File: src/logic/tlb_pkg.sv
package tlb_pkg;

    localparam int VPPN_W = 19;
    localparam int ASID_W = 10;
    localparam int PPN_W  = 20;
    localparam int PS_W   = 6;

    // page size codes as written into entry.ps
    localparam logic [PS_W-1:0] PS_4K = 6'd12;
    localparam logic [PS_W-1:0] PS_4M = 6'd21;

    // 4 MB entries compare vppn[18:10] only, odd page picked by vppn[9]
    localparam int VPPN_HI_LSB = 10;

    // one half of an even/odd page pair
    typedef struct packed {
        logic [PPN_W-1:0] ppn;
        logic [1:0]       plv;
        logic [1:0]       mat;
        logic             d;
        logic             v;
    } tlb_page_t;

    typedef struct packed {
        logic              e;
        logic [VPPN_W-1:0] vppn;
        logic [PS_W-1:0]   ps;
        logic [ASID_W-1:0] asid;
        logic              g;
        tlb_page_t         page0;
        tlb_page_t         page1;
    } tlb_entry_t;

    typedef struct packed {
        logic [VPPN_W-1:0] vppn;
        logic              va_bit12;
        logic [ASID_W-1:0] asid;
    } tlb_search_req_t;

    // index travels on its own port, its width depends on TLBNUM
    typedef struct packed {
        logic            found;
        logic [PS_W-1:0] ps;
        tlb_page_t       page;
    } tlb_search_rsp_t;

    typedef enum logic [4:0] {
        clear_all0              = 5'd0,
        clear_all1              = 5'd1,
        clear_global            = 5'd2,
        clear_private           = 5'd3,
        clear_asid              = 5'd4,
        clear_asid_va           = 5'd5,
        clear_asid_or_global_va = 5'd6
    } tlb_inv_op_e;

    // decoded invtlb, applied by every entry against the s1 key
    typedef struct packed {
        logic inv;
        logic need_g1;
        logic need_g0;
        logic chk_asid;
        logic chk_va;
        logic or_global;
    } tlb_inv_mode_t;

endpackage
File: src/logic/loong_tlb.sv
`timescale 1ns/1ns

module loong_tlb #(
    parameter int TLBNUM = 16
) (
    input  logic                      clk,
    input  logic                      rst_n,
    // search port 0 (fetch)
    input  tlb_pkg::tlb_search_req_t  s0_req,
    output tlb_pkg::tlb_search_rsp_t  s0_rsp,
    output logic [$clog2(TLBNUM)-1:0] s0_index,
    // search port 1 (load/store)
    input  tlb_pkg::tlb_search_req_t  s1_req,
    output tlb_pkg::tlb_search_rsp_t  s1_rsp,
    output logic [$clog2(TLBNUM)-1:0] s1_index,
    // invtlb
    input  logic                      invtlb_valid,
    input  tlb_pkg::tlb_inv_op_e      invtlb_op,
    // write port
    input  logic                      we,
    input  logic [$clog2(TLBNUM)-1:0] w_index,
    input  tlb_pkg::tlb_entry_t       w_entry,
    // read port
    input  logic [$clog2(TLBNUM)-1:0] r_index,
    output tlb_pkg::tlb_entry_t       r_entry
);

    logic [TLBNUM-1:0]      wen;
    tlb_pkg::tlb_inv_mode_t inv_mode;
    logic [TLBNUM-1:0]      m0;
    logic [TLBNUM-1:0]      m1;
    tlb_pkg::tlb_entry_t    entries [TLBNUM];

    tlb_write_ctrl #(
        .TLBNUM         (TLBNUM         )
    ) u_write_ctrl (
        .clk            (clk            ),
        .rst_n          (rst_n          ),
        .we             (we             ),
        .w_index        (w_index        ),
        .w_entry        (w_entry        ),
        .invtlb_valid   (invtlb_valid   ),
        .invtlb_op      (invtlb_op      ),
        .wen            (wen            ),
        .inv_mode       (inv_mode       )
    );

    // entry array
    for (genvar i = 0; i < TLBNUM; i++) begin : g_entry
        tlb_entry u_entry (
            .clk        (clk            ),
            .rst_n      (rst_n          ),
            .wen        (wen[i]         ),
            .w_entry    (w_entry        ),
            .inv_mode   (inv_mode       ),
            .s0_req     (s0_req         ),
            .s1_req     (s1_req         ),
            .match0     (m0[i]          ),
            .match1     (m1[i]          ),
            .entry      (entries[i]     )
        );
    end

    tlb_lookup #(
        .TLBNUM         (TLBNUM         )
    ) u_lookup (
        .clk            (clk            ),
        .rst_n          (rst_n          ),
        .m0             (m0             ),
        .m1             (m1             ),
        .entries        (entries        ),
        .s0_req         (s0_req         ),
        .s1_req         (s1_req         ),
        .r_index        (r_index        ),
        .s0_rsp         (s0_rsp         ),
        .s0_index       (s0_index       ),
        .s1_rsp         (s1_rsp         ),
        .s1_index       (s1_index       ),
        .r_entry        (r_entry        )
    );

endmodule

File: src/logic/tlb_lookup.sv
`timescale 1ns/1ns

module tlb_lookup #(
    parameter int TLBNUM = 16
) (
    input  logic                      clk,
    input  logic                      rst_n,
    input  logic [TLBNUM-1:0]         m0,
    input  logic [TLBNUM-1:0]         m1,
    input  tlb_pkg::tlb_entry_t       entries [TLBNUM],
    input  tlb_pkg::tlb_search_req_t  s0_req,
    input  tlb_pkg::tlb_search_req_t  s1_req,
    input  logic [$clog2(TLBNUM)-1:0] r_index,
    output tlb_pkg::tlb_search_rsp_t  s0_rsp,
    output logic [$clog2(TLBNUM)-1:0] s0_index,
    output tlb_pkg::tlb_search_rsp_t  s1_rsp,
    output logic [$clog2(TLBNUM)-1:0] s1_index,
    output tlb_pkg::tlb_entry_t       r_entry
);

    localparam int IDX_W = $clog2(TLBNUM);

    // or-encode, valid since at most one bit is set
    function automatic logic [IDX_W-1:0] hit_index(input logic [TLBNUM-1:0] m);
        logic [IDX_W-1:0] idx;
        idx = '0;
        for (int i = 0; i < TLBNUM; i++) begin
            if (m[i]) begin
                idx = idx | IDX_W'(i);
            end
        end
        return idx;
    endfunction

    function automatic tlb_pkg::tlb_search_rsp_t hit_rsp(
        input logic                     found,
        input tlb_pkg::tlb_search_req_t req,
        input tlb_pkg::tlb_entry_t      ent
    );
        tlb_pkg::tlb_search_rsp_t rsp;
        logic                     odd;
        rsp = '0;
        odd = (ent.ps == tlb_pkg::PS_4M) ? req.vppn[tlb_pkg::VPPN_HI_LSB-1] : req.va_bit12;
        if (found) begin
            rsp.found = 1'b1;
            rsp.ps    = ent.ps;
            rsp.page  = odd ? ent.page1 : ent.page0;
        end
        return rsp;
    endfunction

    logic [IDX_W-1:0] idx0;
    logic [IDX_W-1:0] idx1;

    assign idx0 = hit_index(m0);
    assign idx1 = hit_index(m1);

    // fetch port
    assign s0_index = idx0;
    assign s0_rsp   = hit_rsp(|m0, s0_req, entries[idx0]);

    // load/store port
    assign s1_index = idx1;
    assign s1_rsp   = hit_rsp(|m1, s1_req, entries[idx1]);

    assign r_entry = entries[r_index];

    a_m0_onehot: assert property (@(posedge clk) disable iff (!rst_n) $onehot0(m0));
    a_m1_onehot: assert property (@(posedge clk) disable iff (!rst_n) $onehot0(m1));

endmodule

File: src/logic/tlb_entry.sv
`timescale 1ns/1ns

module tlb_entry (
    input  logic                      clk,
    input  logic                      rst_n,
    input  logic                      wen,
    input  tlb_pkg::tlb_entry_t       w_entry,
    input  tlb_pkg::tlb_inv_mode_t    inv_mode,
    input  tlb_pkg::tlb_search_req_t  s0_req,
    input  tlb_pkg::tlb_search_req_t  s1_req,
    output logic                      match0,
    output logic                      match1,
    output tlb_pkg::tlb_entry_t       entry
);

    logic                e_q;
    tlb_pkg::tlb_entry_t data_q;
    logic                is_4m;
    logic                s0_asid_ok;
    logic                s1_asid_eq;
    logic                s1_vppn_eq;
    logic                g_ok;
    logic                asid_ok;
    logic                va_ok;
    logic                inv_hit;

    // 4M pages ignore the low vppn bits
    function automatic logic vppn_hit(
        input logic [tlb_pkg::VPPN_W-1:0] key,
        input logic [tlb_pkg::VPPN_W-1:0] tag,
        input logic                       huge
    );
        logic hi_eq;
        logic lo_eq;
        hi_eq = key[tlb_pkg::VPPN_W-1:tlb_pkg::VPPN_HI_LSB]
             == tag[tlb_pkg::VPPN_W-1:tlb_pkg::VPPN_HI_LSB];
        lo_eq = key[tlb_pkg::VPPN_HI_LSB-1:0] == tag[tlb_pkg::VPPN_HI_LSB-1:0];
        return hi_eq && (huge || lo_eq);
    endfunction

    assign is_4m = (data_q.ps == tlb_pkg::PS_4M);

    // search compares
    assign s0_asid_ok = data_q.g || (data_q.asid == s0_req.asid);
    assign s1_asid_eq = (data_q.asid == s1_req.asid);
    assign s1_vppn_eq = vppn_hit(s1_req.vppn, data_q.vppn, is_4m);

    assign match0 = e_q && s0_asid_ok && vppn_hit(s0_req.vppn, data_q.vppn, is_4m);
    assign match1 = e_q && (data_q.g || s1_asid_eq) && s1_vppn_eq;

    // invtlb conditions, keys come from search port 1
    assign g_ok    = (!inv_mode.need_g1 || data_q.g) && (!inv_mode.need_g0 || !data_q.g);
    assign asid_ok = !inv_mode.chk_asid || s1_asid_eq || (inv_mode.or_global && data_q.g);
    assign va_ok   = !inv_mode.chk_va || s1_vppn_eq;
    assign inv_hit = inv_mode.inv && g_ok && asid_ok && va_ok;

    always_ff @(posedge clk or negedge rst_n) begin
        if (!rst_n) begin
            e_q <= 1'b0;
        end else if (wen) begin
            e_q <= w_entry.e;
        end else if (inv_hit) begin
            e_q <= 1'b0;
        end
    end

    always_ff @(posedge clk) begin
        if (wen) begin
            data_q <= w_entry;
        end
    end

    always_comb begin
        entry   = data_q;
        entry.e = e_q;
    end

endmodule

File: src/logic/tlb_write_ctrl.sv
`timescale 1ns/1ns

module tlb_write_ctrl #(
    parameter int TLBNUM = 16
) (
    input  logic                    clk,
    input  logic                    rst_n,
    input  logic                    we,
    input  logic [$clog2(TLBNUM)-1:0] w_index,
    input  tlb_pkg::tlb_entry_t     w_entry,
    input  logic                    invtlb_valid,
    input  tlb_pkg::tlb_inv_op_e    invtlb_op,
    output logic [TLBNUM-1:0]       wen,
    output tlb_pkg::tlb_inv_mode_t  inv_mode
);

    // one-hot write enable
    always_comb begin
        wen = '0;
        if (we) begin
            wen[w_index] = 1'b1;
        end
    end

    always_comb begin
        inv_mode = '0;
        case (invtlb_op)
            tlb_pkg::clear_all0,
            tlb_pkg::clear_all1: begin
                inv_mode.inv = invtlb_valid;
            end
            tlb_pkg::clear_global: begin
                inv_mode.inv     = invtlb_valid;
                inv_mode.need_g1 = 1'b1;
            end
            tlb_pkg::clear_private: begin
                inv_mode.inv     = invtlb_valid;
                inv_mode.need_g0 = 1'b1;
            end
            tlb_pkg::clear_asid: begin
                inv_mode.inv      = invtlb_valid;
                inv_mode.need_g0  = 1'b1;
                inv_mode.chk_asid = 1'b1;
            end
            tlb_pkg::clear_asid_va: begin
                inv_mode.inv      = invtlb_valid;
                inv_mode.need_g0  = 1'b1;
                inv_mode.chk_asid = 1'b1;
                inv_mode.chk_va   = 1'b1;
            end
            tlb_pkg::clear_asid_or_global_va: begin
                // global entries skip the asid check
                inv_mode.inv       = invtlb_valid;
                inv_mode.chk_asid  = 1'b1;
                inv_mode.chk_va    = 1'b1;
                inv_mode.or_global = 1'b1;
            end
            default: begin
                inv_mode = '0;
            end
        endcase
    end

    a_no_write_and_inv: assert property (@(posedge clk) disable iff (!rst_n)
        !(we && invtlb_valid));

    // only 4K and 4M pages are supported by the compare logic
    a_write_ps_legal: assert property (@(posedge clk) disable iff (!rst_n)
        we |-> (w_entry.ps == tlb_pkg::PS_4K || w_entry.ps == tlb_pkg::PS_4M));

endmodule

File: config.mk
export PLATFORM = sky130hd
export DESIGN_NAME = loong_tlb
export DESIGN_NICKNAME = d
export VERILOG_FILES = /design/src/logic/tlb_pkg.sv /design/src/logic/loong_tlb.sv /design/src/logic/tlb_lookup.sv /design/src/logic/tlb_entry.sv /design/src/logic/tlb_write_ctrl.sv
export SDC_FILE = /design/constraint.sdc
export NUM_CORES = 2
export LEC_CHECK = 0
export BUFFER_PORTS_ARGS = -buffer_cell sky130_fd_sc_hd__buf_2
export CAP_MARGIN = 10
export CORE_ASPECT_RATIO = 0.7
export CORE_MARGIN = 2
export CORE_UTILIZATION = 30
export CTS_CLUSTER_SIZE = 25
export DETAILED_ROUTE_END_ITERATION = 8
export SETUP_SLACK_MARGIN = 0.05
export SLEW_MARGIN = 10
export SYNTH_ARGS = -nofsm -noshare
export SYNTH_HDL_FRONTEND = slang
export SYNTH_HIERARCHICAL = 1
export SYNTH_SLANG_ARGS = --single-unit
File: constraint.sdc
create_clock -name clk -period 6.87 [get_ports clk]
set_input_delay 1.374 -clock clk [delete_from_list [all_inputs] [get_ports clk]]
set_output_delay 1.374 -clock clk [all_outputs]
set_load 0.005 [all_outputs]
## Word-level counts from Yosys, hierarchy flattened

Index checks and enable logic that the tools add are counted.
Widths: inputs -> output; s select.

| cells by class | value |
|---|---|
| magnitude comparators | 5 |
| equality and inequality tests | 120 |
| muxes and demuxes | 86 |
| bitwise logic cells | 3 |
| reduce and logical (&&, ||, !) cells | 364 |

Operators with widths:

| operator | count |
|---|---|
| $bmux 89 s4 | 3 |
| $eq 10x10->1 | 64 |
| $eq 9x9->1 | 32 |
| $mux 69 | 4 |
| $mux 89 | 2 |
| $logic_and 1x1->1 | 177 |
| $logic_or 1x1->1 | 144 |
| $eq 6x5->1 const B | 18 |
| $mux 33 | 2 |
| $mux 4 | 16 |
| $mux 26 | 2 |
| $mux 1 | 43 |
| $reduce_bool 2->1 | 16 |
| $reduce_or 16->1 | 2 |
| $mux 3 | 8 |
| $logic_not 1->1 | 20 |
| $mux 16 | 1 |
| $eq 5x3->1 const B | 3 |
| $ge 5x5->1 const B | 3 |
| $not 4->5 | 3 |
| $eq 5x2->1 const B | 2 |
| $mux 2 | 4 |
| $reduce_or 7->1 | 1 |
| $reduce_or 3->1 | 2 |
| 6 further kinds | 6 |

| word-level totals | value |
|---|---|
| flip-flop bits (word level) | 1,424 |
| bits of input ports | 166 |
| logic and storage cells | 818 |

## Depth between registers and ports, before layout

| depth | value |
|---|---|
| word-level depth | 27 |
| gate-level depth with buffers | 19 |
| depth with buffers taken out | 15 |

## Cells and area by module

The synthesis kept the hierarchy.

By module, submodules not included:

| module | instances | cells an instance | area an instance (µm²) |
|---|---|---|---|
| tlb_entry | 16 | 182 | 3,427.0 |
| tlb_lookup | 1 | 3,932 | 28,447.3 |
| tlb_write_ctrl | 1 | 35 | 203.9 |

## Worst setup path after synthesis

OpenSTA, ideal clock, no wires.

| timing | value |
|---|---|
| kind | input port to flip-flop |
| start | in w_index[3] |
| end | reg g_entry[4].u_entry.e_q |
| library setup time | 97 ps |
| arrival | 8,485 ps |
| required time | 6,773 ps |
| setup slack | -1,712 ps |
| stages on the path | 4 |
| path buffers | 0 |
| cell sequence | nand3b_1 nor3_1 a22oi_1 nand3_1 |

| on the way | value |
|---|---|
| longest elaborated chain between the ends | 6 |
| elaborated cells on any way between the ends | 8 |
| classes of those cells | 2 x order compare; 4 x mux; 2 x reduce/logical |

Ends and longest elaborated chain:

| what | line | text |
|---|---|---|
| from (decl) | loong_tlb.sv:21 | `input logic [$clog2(TLBNUM)-1:0] w_index,` |
| $lt 4x5->1 (not written as such) or $ge 4x1->1 (tied branches) | tlb_write_ctrl.sv:21 | `wen[w_index] = 1'b1;` |
| $logic_and 1x1->1 (not written as such) | tlb_write_ctrl.sv:21 |  |
| $mux 1 (not written as such) | tlb_write_ctrl.sv:21 |  |
| $demux 1 s4 (*) | -- |  |
| $mux 16 (*) | tlb_write_ctrl.sv:20 | `if (we) begin` |
| named net wen[4] | loong_tlb.sv:28 | `logic [TLBNUM-1:0] wen;` |
| $mux 1 or $reduce_bool 2->1 (tied branches) | -- |  |
| to (signal assigned) | tlb_entry.sv:61 | `e_q <= w_entry.e;` |
| to (decl) | tlb_entry.sv:16 | `logic e_q;` |

Mark *: on every way through the listed nets, which the timed path passes. The rest lies on a longest branch.
A chain may end at the register's enable or synchronous reset.

==> results.toml <==
[timing]
timing_worst_slew_pin_value_ns = 1.176
unrepaired_setup_endpoints_after_global_routing = "true"
hold_viol_final = 0
max_slew_margin = 0.2158
whs_ns = 0.4893
final_max_slew_viol_count = 0
skew_ns = 0.06265
final-setup-viol-count = 52
clock.fmax_ghz = 0.1335
post-route-min-period_ns = 7.489
fin_crit_sh = 1.090
finalWorstSetupSlack_ns = -0.6185
fin_tns_setup_ns = -27.05

[synth]
synth_flop_cell = "edfxtp_1"
synth.avg_cell_area_um2 = 12.14
asyncSetResetFlopFracSynth = 0.01124
post_synth_inst_count = 6879
yosysSeqAreaShare = 0.5112
post_synth_num_cell_types = 55
count_of_flip_flops_with_a_built_in_enable_after_synthesis = 1408
netlist_area_um2 = 83480
synth.net_count = 7045
warnings_from_yosys = 6
synth_seq_cells = 1424

[cells_and_area]
design_area_um2 = 105300
highest_count_cells_in_the_layout_ignoring_fill_and_taps = "1408 x edfxtp_1, 1322 x nand2_1, 714 x buf_4"
final_cell_count_no_fill = 11598
flow.area_growth_from_synthesis_pct = 26.10
finish.utilization = 0.3814
fin_nets = 7952
layout_commonest_cell = "edfxtp_1"
drive_above_1_share = 0.3026

[detailed_routing]
detailedRoute.firstPassIterationCount = 7
drt.antenna.violating_nets = 0
wl_per_cell_um = 32.22
detailroute.via_count = 71614
detail_route.wirelength_um = 373700
route.detailed.drc = 0
drt_iter0_markers = 12829
vias_per_cell = 6.175

[die]
core_area_um2 = 276000
die_x_extent_um = 634.5
chipHeight_um = 445.4
floorplan.initialDensity = 0.3025
top_level_ports = 329
die_area_um2 = 282600
fp-row-count = 161

[clock_network]
cts-hold-fix-buffers = 0
clk_pin_slew_worst_paths_ns = 0.07
clk_latency_ns = 0.84
clk_root_buffer_cell = "clkbuf_16"
cts_num_sinks = 1424
cts_htree_levels = 4
tritoncts = "done"
tritoncts.num_buffers = 165
clock_tree.buffer_depth = 4

[pwr]
power_density_nw_per_um2 = 199.0
power.leakage_nw = 36.51
peak_supply_drop_v = 0.0001976
power.total_mw = 20.95

[global_routing]
initial_antenna_violation_count = 42
grt_pass1_vias = 67215
grt_first_pass_wirelength_um = 509700
grt_util_all_layers = 0.2497
grt-ovfl-total = 0
grt_start_max_net_pins = 145

[job]
max_cap_viol_count = 0

[critical_path]
critical_path.startpoint = "s1_req[15]"
endpoint = "s1_rsp[16]"
crit_arrival_ns = 6.11
crit_path_cell_trace = "buf_2 -> buf_12 -> xor2_1 -> nor4_2 -> nand4_1 -> buf_4 -> a2111oi_4 -> or4_1 -> buf_4 -> nor2_4 -> nand3_2 -> o22ai_1 -> or4_4 -> and4bb_4 -> and3_4 -> buf_12 -> buf_8 -> o21ai_2 -> a21oi_2 -> buf_2"
setup.worst_path.class = "in2out"
path_max_fanout = 8
cp_slowest_cell = "nor4_2"
critical_path.reg2reg.startpoint = "g_entry[0].u_entry/entry[62]"
critPathMaxStageDelay_ns = 0.61
crit_path_start_kind = "input pin"
reg2reg_depth = 6
reg2reg_to = "g_entry[0].u_entry/e_q"
worstPathRequired_ns = 5.50
r2r_setup_slack_ns = 4.51
critical_path.endpoint_type = "output port"

[placed_design]
dp_worst_setup_slack_ns = -1.536
final_weighted_congestion_of_routability_driven_global_placement = 1.007
numPlacedInstances = 11136
place_hpwl_um = 236300
port_buffers = 328
place_area_um2 = 95300

[outcome]
violations_in_the_final_reports = "setup timing"
status = "finished, violations left"

[min_path]
min-delay-path-class = "in2async"
cells in the mapped netlist, types with 2 or more instances:
library cell / n / area (µm²)
a2111oi_4: 16 / 440.4
a211oi_1: 233 / 1749
a21oi_1: 192 / 960.9
a21oi_2: 19 / 166.4
a22oi_1: 23 / 172.7
a311oi_1: 334 / 2925
a31oi_1: 108 / 675.7
a41oi_1: 16 / 140.1
and2_1: 8 / 50.05
and3_1: 330 / 2064
buf_1: 40 / 150.1
buf_2: 8 / 40.04
buf_4: 21 / 157.7
buf_6: 2 / 22.52
clkbuf_1: 455 / 1708
dfrtp_1: 16 / 400.4
edfxtp_1: 1408 / 42280
inv_1: 20 / 75.07
inv_2: 3 / 11.26
mux2i_1: 50 / 500.5
mux4_2: 469 / 10560
nand2_1: 1332 / 5000
nand2b_1: 3 / 18.77
nand3_1: 302 / 1511
nand3b_1: 19 / 142.6
nand4_1: 81 / 506.7
nor2_1: 21 / 78.83
nor2b_4: 16 / 220.2
nor3_1: 72 / 360.4
nor3b_1: 16 / 120.1
nor4_1: 188 / 1176
nor4bb_1: 17 / 170.2
o21ai_0: 50 / 250.2
o21ai_2: 20 / 175.2
o22ai_1: 16 / 100.1
or4_1: 9 / 67.56
xnor2_1: 176 / 1541
xor2_1: 753 / 6595
metal layers:
| metal | GRT usage | wire length (µm) | vias up |
|---|---|---|---|
| li1 | - | - | 28556 |
| met1 | 0.3460 | 145200 | 35755 |
| met2 | 0.3554 | 154900 | 6200 |
| met3 | 0.08523 | 55690 | 1081 |
| met4 | 0.1001 | 17750 | 22 |
| met5 | 0 | 120 | - |
power by group:
| part | switching [mW] | total, mW | internal (mW) |
|---|---|---|---|
| registers | 0.220 | 9.98 | 9.76 |
| clock network | 3.77 | 8.68 | 4.91 |
| logic | 1.30 | 2.28 | 0.981 |
| total | 5.30 | 20.9 | 15.7 |
cell type report:
cell class,instances,area (µm²)
Antenna cell,26,65.06
Fill cell,25843,170700
Timing Repair Buffer,1266,11540
Sequential cell,1424,42680
Clock inverter,92,849.6
Timing Repair inverter,1,6.256
Clock buffer,194,4280
Tap cell,3667,4588
Multi-Input combinational cell,4905,41140
Inverter,23,113.9
how the worst min path moves through the flow:
stage,end,cells past startpoint
detailed placement,g_entry[8].u_entry/e_q,4
global route,g_entry[14].u_entry/e_q,1
global placement,g_entry[8].u_entry/e_q,4
CTS,g_entry[14].u_entry/e_q,1
floorplan,g_entry[0].u_entry/e_q,3
finish,g_entry[14].u_entry/e_q,1
cells by family (layout without fill, tap and decap cells):
logic type      count (synthesis)  after routing  synth area share
other cells                     0             26                 0
mux                           519            519            0.1325
flops                        1424           1424            0.5112
compound gates               1033           1033           0.09361
simple gates                 2422           2424            0.1387
xor+xnor                      929            929           0.09746
buf+inv                       552           1576           0.02644
sequential cells by signal (all words and copies together), names as in the netlist:
| name | count |
|---|---|
| g_entry.u_entry/entry | 1408 |
| g_entry.u_entry/e_q | 16 |
worst max-delay path, delay by kind of cell:
family / cells / cell delay (ns)
buf+inv: 7 / 1.06
simple gates: 8 / 2.69
xor+xnor: 1 / 0.14
compound gates: 4 / 0.83
what timing repair did:
action	in CTS	in global routing
pin swaps	137	98
gates cloned	17	19
resized for setup	349	243
setup endpoints to repair	58	53
buffers inserted	61	63
Note: power is estimated with default switching activity, not from simulation.
